<file path="src/hdl/pid_settings.svh">
`ifndef PID_SETTINGS_SVH
`define PID_SETTINGS_SVH

////////////////////////////////////////
// channel and source counts
////////////////////////////////////////

// channel pipelines, one per dac output
`define N_CHAN 8

// adc sources, 0-3 on bus a and 4-7 on bus b
`define N_ADC 8

// channel or source index width, wide enough to hold invalid selections
`define W_CHAN_SEL 4

////////////////////////////////////////
// datapath widths
////////////////////////////////////////

// adc samples and dac codes
`define W_DATA 16

// setpoint and coefficients
`define W_COEF 16

// p+i sum and integral
`define W_SUM 40

// oversample exponent, up to 2^7 samples
`define W_OSM 3

// output right shift amount
`define W_RS 5

////////////////////////////////////////
// dac serial frame
////////////////////////////////////////

// bits per dac frame, two clock cycles per bit
`define W_FRAME 32

`endif

</file>
<file path="src/hdl/dac_pkg.sv">
`include "pid_settings.svh"

package dac_pkg;

	// unsigned dac8568 output code
	typedef logic [`W_DATA-1:0] dac_code_t;

	// dac8568 command nibble
	// only write and update channel is issued by this design
	typedef enum logic [3:0] {
		dac_cmd_write_input      = 4'h0,
		dac_cmd_update           = 4'h1,
		dac_cmd_write_update_all = 4'h2,
		dac_cmd_write_update     = 4'h3
	} dac_cmd_t;

	// frame fields, msb first on the wire
	typedef struct packed {
		logic [3:0] prefix;
		dac_cmd_t   cmd;
		logic [3:0] addr;
		dac_code_t  data;
		logic [3:0] feature;
	} dac_fields_t;

	// same 32 bits, built by field and shifted as a raw word
	typedef union packed {
		dac_fields_t          fields;
		logic [`W_FRAME-1:0] raw;
	} dac_frame_u;

endpackage

</file>
<file path="src/hdl/dac_serial.sv">
`include "pid_settings.svh"

module dac_serial (
	input  logic                     clk50_in,
	input  logic                     sys_reset,
	input  logic                     issue,
	input  dac_pkg::dac_code_t       issue_code,
	input  logic [`W_CHAN_SEL-1:0]   issue_chan,
	output logic                     sync,
	output logic                     sclk,
	output logic                     din,
	output logic                     done
);

	// two cycles per bit
	localparam int W_CNT = $clog2(2 * `W_FRAME);

	dac_pkg::dac_frame_u frame;
	logic [`W_FRAME-1:0] shift;
	logic [W_CNT-1:0] cnt;
	logic active;
	logic frame_end;
	logic end_q;

	// write and update the addressed channel
	always_comb begin
		frame.fields.prefix = '0;
		frame.fields.cmd = dac_pkg::dac_cmd_write_update;
		frame.fields.addr = issue_chan;
		frame.fields.data = issue_code;
		frame.fields.feature = '0;
	end

	// msb of the shifter is the wire
	assign din = shift[`W_FRAME-1];
	// last low half of the last bit
	assign frame_end = active && cnt == W_CNT'(2 * `W_FRAME - 1);

	////////////////////////////////////////
	// frame sequencer
	////////////////////////////////////////

	always_ff @(posedge clk50_in) begin
		if (sys_reset) begin
			active <= 1'b0;
			cnt <= '0;
			shift <= '0;
			sync <= 1'b1;
			sclk <= 1'b0;
		end else if (!active) begin
			// start, first bit goes out with sclk high
			if (issue) begin
				active <= 1'b1;
				cnt <= '0;
				shift <= frame.raw;
				sync <= 1'b0;
				sclk <= 1'b1;
			end
		end else begin
			cnt <= cnt + 1'b1;
			if (!cnt[0]) begin
				// high half done, din holds while the dac samples
				sclk <= 1'b0;
			end else if (frame_end) begin
				// the final shift leaves the wire low
				active <= 1'b0;
				sync <= 1'b1;
				shift <= shift << 1;
			end else begin
				sclk <= 1'b1;
				shift <= shift << 1;
			end
		end
	end

	// done one cycle after sync rises
	always_ff @(posedge clk50_in) begin
		if (sys_reset) begin
			end_q <= 1'b0;
			done <= 1'b0;
		end else begin
			end_q <= frame_end;
			done <= end_q;
		end
	end

endmodule

</file>
<file path="config.mk">
export PLATFORM = sky130hd
export DESIGN_NAME = dac_serial
export DESIGN_NICKNAME = d
export VERILOG_FILES = /design/src/hdl/dac_pkg.sv /design/src/hdl/dac_serial.sv
export VERILOG_INCLUDE_DIRS = /design/src /design/src/hdl
export SDC_FILE = /design/constraint.sdc
export NUM_CORES = 1
export LEC_CHECK = 0
export ABC_AREA = 1
export BUFFER_PORTS_ARGS = -buffer_cell sky130_fd_sc_hd__buf_2
export CAP_MARGIN = 5
export CELL_PAD_IN_SITES_DETAIL_PLACEMENT = 1
export CELL_PAD_IN_SITES_GLOBAL_PLACEMENT = 2
export CORE_ASPECT_RATIO = 0.8
export CORE_UTILIZATION = 27
export CTS_CLUSTER_SIZE = 8
export DETAILED_ROUTE_END_ITERATION = 10
export GPL_TIMING_DRIVEN = 0
export PLACE_DENSITY = 0.76
export SYNTH_ARGS = -nofsm -noshare
export SYNTH_HDL_FRONTEND = slang
export SYNTH_SLANG_ARGS = --single-unit
</file>
<file path="constraint.sdc">
create_clock -name clk50_in -period 1 [get_ports clk50_in]
set_input_delay 0.2 -clock clk50_in [delete_from_list [all_inputs] [get_ports clk50_in]]
set_output_delay 0.2 -clock clk50_in [all_outputs]
set_load 0.005 [all_outputs]
</file>
## After elaboration in Yosys (flattened, before gate mapping)

Cells that the tools add are included.

- Register bits after elaboration: 43
- Input bits: 23
- Output and inout port bits: 4
- Logic and storage cells: 34

- $add $sub $neg: 1
- Equality and inequality tests: 4
- Mux-type cells: 17
- Reduce and logical (&&, ||, !) cells: 5

Operators by type and width:

| operator | number |
|---|---|
| 32-bit 2-to-1 mux | 3 |
| 1-bit 2-to-1 mux | 12 |
| 6-bit 2-to-1 mux | 2 |
| 6-bit by 1-bit adder with 6-bit output, second input constant | 1 |
| 6-bit equality test, second input constant | 1 |
| 2-bit AND reduction | 2 |
| 3-bit inequality test, second input constant | 1 |
| 3-bit AND reduction | 1 |
| 2-bit by 1-bit inequality test with 1-bit output, second input constant | 1 |
| 2-bit inequality test, second input constant | 1 |
| 2-bit nonzero test | 1 |
| 1-bit logical AND | 1 |

## Logic depth before layout (Yosys ltp)

Gate-level depths: netlist (run 1).

- Word-level depth: 5
- Gate-level depth with buffers: 8
- Gate-level depth less buffers: 7

## Least setup slack after synthesis (run 1)

OpenSTA, ideal clock, no wires.

- Kind: register to register
- Start point: register cnt[0]
- End point: register active
- Setup time: 0.130 ns
- Arrival: 0.941 ns
- Required time: 0.870 ns
- Path slack: -0.071 ns
- Cell stages (with the launch flop): 7
- Path buffers: 0
- Period minus slack after synthesis: 1.071 ns
- Cells stage by stage: dfxtp_1 > ha_1 > nand2_1 > nor2_1 > nand3_1 > nand2_1 > nor2_1

- Longest elaborated chain between the ends: 5

RTL lines:

| what | RTL line | source |
|---|---|---|
| start: declaration | dac_serial.sv:20 | `logic [W_CNT-1:0] cnt;` |
| start signal: assignment | dac_serial.sv:60 | `cnt <= cnt + 1'b1;` |
| 6-bit equality test | dac_serial.sv:37 | `` assign frame_end = active && cnt == W_CNT'(2 * `W_FRAME - 1); `` |
| 1-bit logical AND | dac_serial.sv:37 |  |
| 1-bit 2-to-1 mux | dac_serial.sv:64 | `end else if (frame_end) begin` |
| 1-bit 2-to-1 mux (*) | dac_serial.sv:61 | `if (!cnt[0]) begin` |
| 1-bit 2-to-1 mux (*) | dac_serial.sv:50 | `end else if (!active) begin` |
| end signal: assignment | dac_serial.sv:45 | `active <= 1'b0;` |
| end signal: assignment | dac_serial.sv:53 | `active <= 1'b1;` |
| end signal: assignment | dac_serial.sv:66 | `active <= 1'b0;` |
| end: declaration | dac_serial.sv:21 | `logic active;` |

Every way passes the cells marked *; elsewhere a longest branch is shown, timed or not.
A chain may end at the register's enable or synchronous reset.

## Worst setup path after layout (run 1)

- Start point: register active
- End point: register shift[21]

- Longest elaborated chain between the ends: 2
- Elaborated cells between the ends (all ways): 4
- Classes of those cells: 1 x eq/ne; 1 x mux; 2 x reduce/logical

RTL lines:

| what | RTL line | source |
|---|---|---|
| 2-bit inequality test (no line) or 2-bit nonzero test (tied branches) | -- |  |
| 2-bit AND reduction (no line) | -- |  |
| end signal: assignment | dac_serial.sv:55 | `shift <= frame.raw;` |
| end signal: assignment | dac_serial.sv:68 | `shift <= shift << 1;` |
| end signal: assignment | dac_serial.sv:71 | `shift <= shift << 1;` |
| end: declaration | dac_serial.sv:19 | `` logic [`W_FRAME-1:0] shift; `` |

Several ways; a longest one is shown, not always the timed one.

==> results.md, run 1 <==
* Post-synthesis cell type count at 24
* Area growth syn-to-layout at 43.9%
* Core Footprint at 6010 um^2
* Crit Path Class: reg -> reg
* Seq pwr share at approximately half
* Reg clk slew, reported paths at 0.08 ns
* Overall power at about 3.4 mW
* DRT Pass-1 Iters at 4
* Nets at 312
* Final antenna-violating net count at 0
* Status: complete, but fails checks
* Yosys reg bits at 39
* Max Freq at between 0.8 and 0.9 GHz
* Post-Syn Instances at 245
* CP endpoint kind: flop
* Share of the synthesized area in the top cell type at 45.7%
* Worst rel slew slack at about 57%
* Hold Buf Count CTS at 0
* Hold Path Origin: sys_reset
* Sequential area share after synthesis at 45.7%
* P_int at 2.46 mW
* Setup TNS at -4.59 ns
* IO Port Bufs at 25
* Num CTS Buffers at 5
* HP Class: in -> reg
* All-Layer GR Usage at between 10% and 20%
* Largest net degree at the start of global routing at 12
* Crit path launch: active
* Reg2Reg Launch Point: active
* P_leak at 1.10 nW
* Slew @ Worst Pin at 0.647 ns
* CTS sink cnt at 39
* Final period utilization at 119%
* Worst-path maximum fanout at 5
* Drt initial violations at 28
* Root buffer cell: clkbuf_8
* Min Tclk post-route at 1.19 ns
* Remaining DRCs at 0
* Die width at 91.0 um
* Total grt overflow at 0
* TritonCTS clock tree: built
* Worst Skew at 0.00383 ns
* Fill count at 787
* GP Congestion at 0.736
* H-tree depth at 2
* Fin. max-slew vios at 0
* PD cells at 1390 nW/um^2
* DR vias at 1625
* FP Rows at 25
* Post-Syn Area at 1710 um^2
* Critical path cell sequence: buf_8 > inv_8 > nand2_8 > nand2_8 > buf_12 > clkbuf_16 > o21ai_1 > nor2_1
* Violated checks: setup timing
* Post-DP HPWL at 2950 um
* RSZ-0062 raised after global routing: yes
* Final setup viols at 37
* YS warnings at 0
* Switch share at 28.2%
* Combinational power share at 19.6%
* Initial antenna violation count at 0
* WP data required at 1.19 ns
* Via density at around 4.4
* I/O Pins at 27
* Final setup margin at -0.187 ns
* Slowest cell delay on critical path at 0.33 ns
* Critical Path Source Type: flop
* Full die area at 6650 um^2
* Worst path arrival time at roughly 1.4 ns
* Fraction of layout cells with a size suffix above 1 at a little under two fifths
* Max VDD drop at 0.617 mV
* Vias in the first global route at 1655
* Slowest CP cell: dfxtp_2
* Final hold violation count at 0
* Die H at 73.2 um
* DRT Wirelength at 4570 um
* Sw Pwr at 0.964 mW
* Synth area leader: dfxtp_1
* Max cap viols at 0
* Antenna cell count at 0
* Top cell by count, worst path: nand2_8
* Syn_area_per_cell at 6.98 um^2
* Starting density of the core at 28.5%
* CTS Buffer Depth at 2
* Clk network pwr share at 30.3%
* First-pass GRT wire length at 8000 um
* Post-DR wirelength/cell at between 10 and 15 um
* Syn Nets at 269
* Worst skew pair latency at 0.28 ns
* Leading post-synthesis cells by cell area: dfxtp_1 46%, nand2_1 18%, nor2_1 9.9%
[cells by family (layout without fill, tap and decap cells)]
| kind of cell | count (synthesis) | in the layout | share of synthesized area, % |
|---|---|---|---|
| AND/OR/NAND/NOR | 141 | 141 | 33.7 |
| buffers and inverters | 26 | 70 | 8.05 |
| AO/OA/AOI/OAI | 38 | 38 | 11.9 |
| flip-flops | 39 | 39 | 45.7 |
| adder cells (fa/ha/maj) | 1 | 1 | 0.732 |
[worst paths after layout]
kind,endpoint,slack (ns),cells past startpoint
worst max register to register,shift[21],-0.19,8
worst max-delay path,shift[21],-0.19,8
worst min-delay path,shift[26],0.18,2
worst min register to register,done,0.41,2
[per-stage QoR]
step | hold slack, ns | area (um^2) | worst slack [ns] | utilization, % | std cells
global placement | 0.394 | 1960 | -0.189 | 32.7 | 351
global route | 0.207 | 2460 | -0.248 | 40.9 | 370
floorplan | 0.364 | 1740 | -0.0235 | - | 245
CTS | 0.176 | 2340 | -0.162 | 38.9 | 368
finish | 0.185 | 2460 | -0.187 | 40.9 | 370
detailed placement | 0.401 | 1960 | -0.196 | 32.7 | 351
[flip-flops by register name, summed over array words and instances, names as in the netlist]
signal,flops
cnt,6
sync,1
done,1
shift,28
end_q,1
sclk,1
active,1
[timing repair]
| action | 4_1_cts | 5_1_grt |
|---|---|---|
| endpoints found under the hold margin | 0 | 0 |
| buffers inserted | 8 | 0 |
| resized for setup | 55 | 18 |
| pin swaps | 8 | 3 |
| cloned | 1 | 2 |
| setup endpoints to repair | 35 | 37 |
[Yosys cell counts (all sizes together)]
cell type,number
dfxtp,39
inv,13
ha,1
nand2,86
nor2,45
a22oi,1
o211ai,1
or2,1
clkbuf,2
nand3,6
nor3,2
a21oi,14
buf,11
nor4,1
o21ai,22
[power by group through the flow]
stage	sequential [mW]	clock, mW	combinational [mW]
2_1_floorplan	1.72	0	0.324
3_3_place_gp	1.73	0	0.458
3_5_place_dp	1.74	0	0.463
4_1_cts	1.71	1.09	0.615
5_1_grt	1.73	1.15	0.753
6_report	1.71	1.04	0.671
[critical path, delay by kind of cell (launching register included)]
kind            cells  cell delay (ns)
compound gates      1             0.11
buf+inv             4             0.46
flops               1             0.33
simple gates        3             0.18
[layout by cell type, fill, tap and decap left out, drive strengths merged]
master / synthesis / layout
inv: 13 / 13
a22oi: 1 / 1
nor3: 2 / 2
o21ai: 22 / 22
dfxtp: 39 / 39
or2: 1 / 1
nand2: 86 / 86
clkinv: 0 / 1
clkbuf: 2 / 11
nor4: 1 / 1
o211ai: 1 / 1
nor2: 45 / 45
a21oi: 14 / 14
nand3: 6 / 6
buf: 11 / 45
ha: 1 / 1
[routing by layer]
layer,GRT usage (%),vias to the layer above,share of wire [%]
li1,-,851,-
met1,20.7,749,50
met2,24.9,20,46
met3,3.23,5,3.2
met4,4.23,0,0.92
met5,0,-,0
[cell type report]
class / instances / area, um^2 / area share [%]
Multi-Input combinational cell: 180 / 1000 / 40.7
Sequential cell: 39 / 787 / 32.0
Timing Repair Buffer: 36 / 283 / 11.5
Buffer: 13 / 143 / 5.80
Tap cell: 81 / 101 / 4.12
Clock buffer: 7 / 76.3 / 3.10
Inverter: 13 / 63.8 / 2.60
Clock inverter: 1 / 5.00 / 0.204
(Power assumes the default switching activity.)
==> inputs of run 2 (changes only) <==
CORE_UTILIZATION = 30   (was 27)
PLACE_DENSITY = 0.79   (was 0.76)
clock period = 1.1 ns   (was 1 ns; I/O delays follow)
==> run 2 against run 1 <==
Against the previous run: the run still ends with setup timing left; clock skew rose by 0.0017 ns; final area fell by 9.3%; hold slack improved by 0.0041 ns; final cell count fell by 3.0%; sequential power fell by 9%; via count fell by 3.4%; largest power group unchanged.
==> results.md, run 2 (synthesized netlist as in run 1, its figures left out) <==
* CTS Buffer Depth at 2 (unchanged)
* Max reg flops at 28 (unchanged)
* Reg clk slew, reported paths at 0.08 ns (about the same)
* Die H at 69.5 um (was 73.2 um)
* HP Class: in -> reg (unchanged)
* Fill count at 721 (was 787)
* Worst skew pair latency at 0.29 ns (was 0.28 ns)
* Final setup viols at 23 (was 37)
* Worst path arrival time at 1.31 ns (was 1.38 ns)
* Status: complete, but fails checks (unchanged)
* Violated checks: setup timing (unchanged)
* Biggest regs: shift (28), cnt (6) (unchanged)
* Antenna cell count at 0 (unchanged)
* Placed insts at 348 (was 351)
* Nets at 304 (was 312)
* Slew @ Worst Pin at 0.515 ns (was 0.647 ns)
* IO Port Bufs at 25 (unchanged)
* CP endpoint kind: flop (unchanged)
* Total grt overflow at 0 (unchanged)
* Final antenna-violating net count at 0 (unchanged)
* Initial antenna violation count at 0 (unchanged)
* Fin. max-slew vios at 0 (unchanged)
* Critical path cell sequence: buf_8 > inv_8 > nand2_8 > nand2_8 > inv_8 > buf_12 > nor2_1 > nor2_1 (was buf_8 > inv_8 > nand2_8 > nand2_8 > buf_12 > clkbuf_16 > o21ai_1 > nor2_1)
* Hold Buf Count CTS at 0 (unchanged)
* Vias in the first global route at 1511 (was 1655)
* Die width at 86.4 um (was 91.0 um)
* Core Footprint at 5470 um^2 (was 6010 um^2)
* Worst rel slew slack at 65.7% (was 56.8%)
* Critical Path Source Type: flop (unchanged)
* Most frequent cells in the layout: 78 x nand2_1, 37 x dfxtp_1, 27 x buf_2, 27 x nor2_1 (was 73 x nand2_1, 38 x nor2_1, 36 x dfxtp_1, 28 x buf_2, 15 x o21ai_2)
* Remaining DRCs at 0 (unchanged)
* Worst-path maximum fanout at 10 (was 5)
* Fraction of layout cells with a size suffix above 1 at 30.6% (was 38.1%)
* Worst Skew at 0.00555 ns (was 0.00383 ns)
* First-pass GRT wire length at 6870 um (was 8000 um)
* Crit Path Class: reg -> reg (unchanged)
* DRT Pass-1 Iters at 4 (unchanged)
* Final hold violation count at 0 (unchanged)
* Commonest non-fill, non-tap cell in the layout: nand2_1 (unchanged)
* TritonCTS clock tree: built (unchanged)
* Min Tclk post-route at 1.12 ns (was 1.19 ns)
* I/O Pins at 27 (unchanged)
* H-tree depth at 2 (unchanged)
* PD cells at 1400 nW/um^2 (was 1390 nW/um^2)
* Num CTS Buffers at 5 (unchanged)
* GP Congestion at 0.679 (was 0.736)
* Starting density of the core at 31.3% (was 28.5%)
* Finished Core Util at 40.8% (was 40.9%)
* Post-DP HPWL at 2810 um (was 2950 um)
* Overall power at 3.12 mW (was 3.42 mW)
* Largest net degree at the start of global routing at 12 (unchanged)
* Post-DR wirelength/cell at 11.5 um (was 12.4 um)
* Drt initial violations at 44 (was 28)
* Max VDD drop at 0.719 mV (was 0.617 mV)
* Final Non-Filler Cells at 359 (was 370)
* Via density at 4.37 (was 4.39)
* RSZ-0062 raised after global routing: yes (unchanged)
* Max Freq at 0.890 GHz (was 0.842 GHz)
* Final period utilization at 102% (was 119%)
* DR vias at 1569 (was 1625)
* Area growth syn-to-layout at 30.5% (was 43.9%)
* Max cap viols at 0 (unchanged)
* FP Rows at 24 (was 25)
* CTS sink cnt at 39 (unchanged)
* Final setup margin at -0.0236 ns (was -0.187 ns)
* Slowest cell delay on critical path at 0.33 ns (about the same)
* Root buffer cell: clkbuf_8 (unchanged)
* WP data required at 1.29 ns (was 1.19 ns)
* Full die area at 6000 um^2 (was 6650 um^2)
* All-Layer GR Usage at 14.9% (was 15.3%)
* P_leak at 1.00 nW (was 1.10 nW)
* Register bank with the most flops: shift (unchanged)
* Slowest CP cell: dfxtp_2 (unchanged)
* DRT Wirelength at 4120 um (was 4570 um)
[run 2: worst max-delay path, delay by kind of cell (launching register included)]
| family | cells | cell delay (ns) |
|---|---|---|
| and+or+nand+nor | 4 | 0.28 |
| DFF | 1 | 0.33 |
| buffers and inverters | 4 | 0.39 |
[run 2: what timing repair did]
action	4_1_cts	5_1_grt
gates resized for setup	37	31
cloned	0	0
pin swaps	1	3
setup buffers	1	2
setup endpoints to repair	28	29
[run 2: metal layers]
| layer | share of wire (%) | GRT usage (%) |
|---|---|---|
| met1 | 50 | 19.3 |
| met2 | 45 | 23.3 |
| met3 | 3.6 | 3.93 |
| met4 | 1.6 | 6.67 |
| met5 | 0 | 0 |
[run 2: power by group]
part	internal (mW)	switching, mW	total, mW
Clock	0.573	0.494	1.07
Combinational	0.216	0.287	0.503
Sequential	1.50	0.0494	1.55
[run 2: area by class of cell]
cell class                 count  area (um^2)  share of cell area, %
multi-input combinational    180          905                   40.6
inverter                      13         63.8                   2.86
timing repair buffer          28          151                   6.79
sequential                    39          786                   35.2
tap                           78         97.6                   4.38
buffer                        13          126                   5.67
clock buffer                   8          100                   4.49
[run 2: final timing paths]
| check | cells after the start | slack (ns) | from | to |
|---|---|---|---|---|
| worst max-delay path | 8 | -0.02 | active | shift[10] |
| worst min-delay path | 2 | 0.19 | sys_reset | shift[26] |
| worst max register to register | 8 | -0.02 | active | shift[10] |
| worst min register to register | 2 | 0.41 | end_q | done |
[run 2: per-stage QoR]
step / hold WS [ns] / instance area [um^2] / setup TNS [ns] / setup WS (ns)
3_5_place_dp: 0.398 / 1930 / -1.35 / -0.182
4_1_cts: 0.181 / 2120 / -0.261 / -0.0473
6_report: 0.189 / 2230 / -0.245 / -0.0236
5_1_grt: 0.202 / 2230 / -1.66 / -0.0932
3_3_place_gp: 0.390 / 1930 / -1.48 / -0.184
2_1_floorplan: 0.388 / 1710 / 0 / 0.0287
==> inputs of run 3 (changes only) <==
--- a/config.mk
+++ b/config.mk
@@ -8,5 +8,5 @@
 export LEC_CHECK = 0
 export ABC_AREA = 1
-export BUFFER_PORTS_ARGS = -buffer_cell sky130_fd_sc_hd__buf_2
+export BUFFER_PORTS_ARGS = -buffer_cell sky130_fd_sc_hd__buf_4
 export CAP_MARGIN = 5
 export CELL_PAD_IN_SITES_DETAIL_PLACEMENT = 1
==> constraint.sdc (replaced) <==
create_clock -name clk50_in -period 1.1 [get_ports clk50_in]
set_input_delay 0.22 -clock clk50_in [delete_from_list [all_inputs] [get_ports clk50_in]]
set_output_delay 0.22 -clock clk50_in [all_outputs]
set_load 0.05 [all_outputs]
==> run 3 against run 2 <==
Against the previous run: combinational power grew 27%; power grew 5.3%; wire length grew 12%; clock skew shrank 0.0028 ns; count of clock-buffer cells in the layout is the same; register-to-register slack is essentially flat; sequential share of layout area shrank 4.0 points; the run still ends with setup timing left; flip-flop and latch count is the same; utilization grew 5.2 points; final cell count grew 2.5%; die area is the same; setup slack lost 0.0045 ns.
==> results.md, run 3 (synthesized netlist as in run 1, its figures left out) <==
* FP Rows at 24 (unchanged)
* CP endpoint kind: flop (unchanged)
* All-Layer GR Usage at 16.4% (was 14.9%)
* Final period utilization at 103% (was 102%)
* Total grt overflow at 0 (unchanged)
* Combinational power share at 19.5% (was 16.2%)
* Max VDD drop at 0.600 mV (was 0.719 mV)
* WP data required at 1.29 ns (about the same)
* Worst Skew at 0.00270 ns (was 0.00555 ns)
* Full die area at 6000 um^2 (unchanged)
* Post-DR wirelength/cell at 12.6 um (was 11.5 um)
* R2r setup slk at -0.03 ns (was -0.02 ns)
* Crit Path Class: reg -> reg (unchanged)
* Max cap viols at 0 (unchanged)
* Setup TNS at -0.159 ns (was -0.245 ns)
* Via density at 4.45 (was 4.37)
* P_int at 2.36 mW (was 2.28 mW)
* Antenna cell count at 0 (unchanged)
* Max reg flops at 28 (unchanged)
* Sw Pwr at 0.917 mW (was 0.831 mW)
* Worst skew pair latency at 0.29 ns (about the same)
* Nets at 313 (was 304)
* PD cells at 1300 nW/um^2 (was 1400 nW/um^2)
* Fin. max-slew vios at 0 (unchanged)
* Most frequent cells in the layout: 67 x nand2_1, 36 x buf_4, 36 x dfxtp_1, 28 x nor2_1, 14 x nand2_2 (was 78 x nand2_1, 37 x dfxtp_1, 27 x buf_2, 27 x nor2_1)
* Seq pwr share at 47.5% (was 49.6%)
* Final setup margin at -0.0280 ns (was -0.0236 ns)
* I/O Pins at 27 (unchanged)
* RSZ-0062 raised after global routing: yes (unchanged)
* R2r endpoint: shift[5] (was shift[10])
* Critical Path Source Type: flop (unchanged)
* Worst R2R Path Depth at 7 (was 8)
* Violated checks: setup timing (unchanged)
* Initial antenna violation count at 0 (unchanged)
* Starting density of the core at 31.3% (unchanged)
* TritonCTS clock tree: built (unchanged)
* Final setup viols at 14 (was 23)
* Min Tclk post-route at 1.13 ns (was 1.12 ns)
* Drt initial violations at 40 (was 44)
* Final hold violation count at 0 (unchanged)
* Clk network pwr share at 33.0% (was 34.2%)
* Area growth syn-to-layout at 47.2% (was 30.5%)
* Worst Setup EP: shift[5] (was shift[10])
* GP Congestion at 0.670 (was 0.679)
* Slew @ Worst Pin at 0.574 ns (was 0.515 ns)
* Status: complete, but fails checks (unchanged)
* HP Class: in -> reg (unchanged)
* Vias in the first global route at 1645 (was 1511)
* DRT Wirelength at 4620 um (was 4120 um)
* Die width at 86.4 um (unchanged)
* First-pass GRT wire length at 7710 um (was 6870 um)
* Switch share at 28.0% (was 26.7%)
* Reg2Reg Launch Point: active (unchanged)
* H-tree depth at 2 (unchanged)
* CTS sink cnt at 39 (unchanged)
* P_leak at 1.09 nW (was 1.00 nW)
* Overall power at 3.28 mW (was 3.12 mW)
* Remaining DRCs at 0 (unchanged)
* DRT Pass-1 Iters at 4 (unchanged)
* Die H at 69.5 um (unchanged)
* Worst rel slew slack at 61.7% (was 65.7%)
* Register bank with the most flops: shift (unchanged)
* Worst-path maximum fanout at 10 (unchanged)
* Hold Path Origin: sys_reset (unchanged)
* Fraction of layout cells with a size suffix above 1 at 40.0% (was 30.6%)
* Hold Buf Count CTS at 0 (unchanged)
* CTS Buffer Depth at 2 (unchanged)
* Num CTS Buffers at 5 (unchanged)
* Placed insts at 348 (unchanged)
* Hold Slack at 0.225 ns (was 0.189 ns)
* Max Freq at 0.886 GHz (was 0.890 GHz)
* Biggest regs: shift (28), cnt (6) (unchanged)
* Largest net degree at the start of global routing at 12 (unchanged)
* IO Port Bufs at 25 (unchanged)
* Root buffer cell: clkbuf_8 (unchanged)
* Commonest non-fill, non-tap cell in the layout: nand2_1 (unchanged)
* Worst path arrival time at 1.32 ns (was 1.31 ns)
* Final antenna-violating net count at 0 (unchanged)
* Final Non-Filler Cells at 368 (was 359)
* Post-DP HPWL at 2870 um (was 2810 um)
* Core Footprint at 5470 um^2 (unchanged)
* Crit path launch: active (unchanged)
* DR vias at 1637 (was 1569)
* Reg clk slew, reported paths at 0.08 ns (about the same)
run 3: critical path, cell delays in order (launching register included):
cell	delay [ns]
dfxtp_2	0.33
buf_8	0.14
buf_4	0.15
buf_12	0.14
nand2_1	0.07
nand2_2	0.07
nor2_4	0.09
nor2_1	0.04
run 3: cell type report:
cell class,count,area (um^2)
Buffer,13,128
Clock buffer,8,100
Fill cell,693,2950
Inverter,13,67.6
Multi-Input combinational cell,180,1030
Sequential cell,39,787
Tap cell,78,97.6
Timing Repair Buffer,37,309
run 3: timing repair:
item,in CTS,in global routing
cloned,1,0
setup endpoints to repair,28,33
resized for setup,66,35
pin swaps,6,9
setup buffers,9,2
run 3: how the worst min path moves through the flow:
stage / endpoint / slack, ns / cells past startpoint
3_3_place_gp: done / 0.39 / 2
4_1_cts: shift[25] / 0.19 / 2
2_1_floorplan: done / 0.39 / 2
3_5_place_dp: done / 0.41 / 2
5_1_grt: shift[26] / 0.23 / 2
6_report: shift[26] / 0.23 / 2
run 3: metrics by stage:
stage | instance area, um^2 | util [%] | setup slack [ns]
3_3_place_gp | 1990 | 36.5 | -0.180
5_1_grt | 2520 | 46.0 | -0.0864
2_1_floorplan | 1710 | - | 0.0287
3_5_place_dp | 1990 | 36.5 | -0.201
6_report | 2520 | 46.0 | -0.0280
4_1_cts | 2370 | 43.3 | -0.0316
run 3: power groups by stage:
stage / clock, mW / sequential (mW) / combinational, mW
finish: 1.08 / 1.56 / 0.640
global route: 1.17 / 1.57 / 0.708
CTS: 1.11 / 1.55 / 0.595
detailed placement: 0 / 1.57 / 0.452
global placement: 0 / 1.57 / 0.448
floorplan: 0 / 1.58 / 0.283
run 3: routing by layer:
metal  up-vias  wire, um  global-route usage, %
li1        858         -                      -
met1       754      2250                   21.5
met2        21      2200                   26.9
met3         4       134                   4.05
met4         0        38                   4.44
met5         -         0                      0
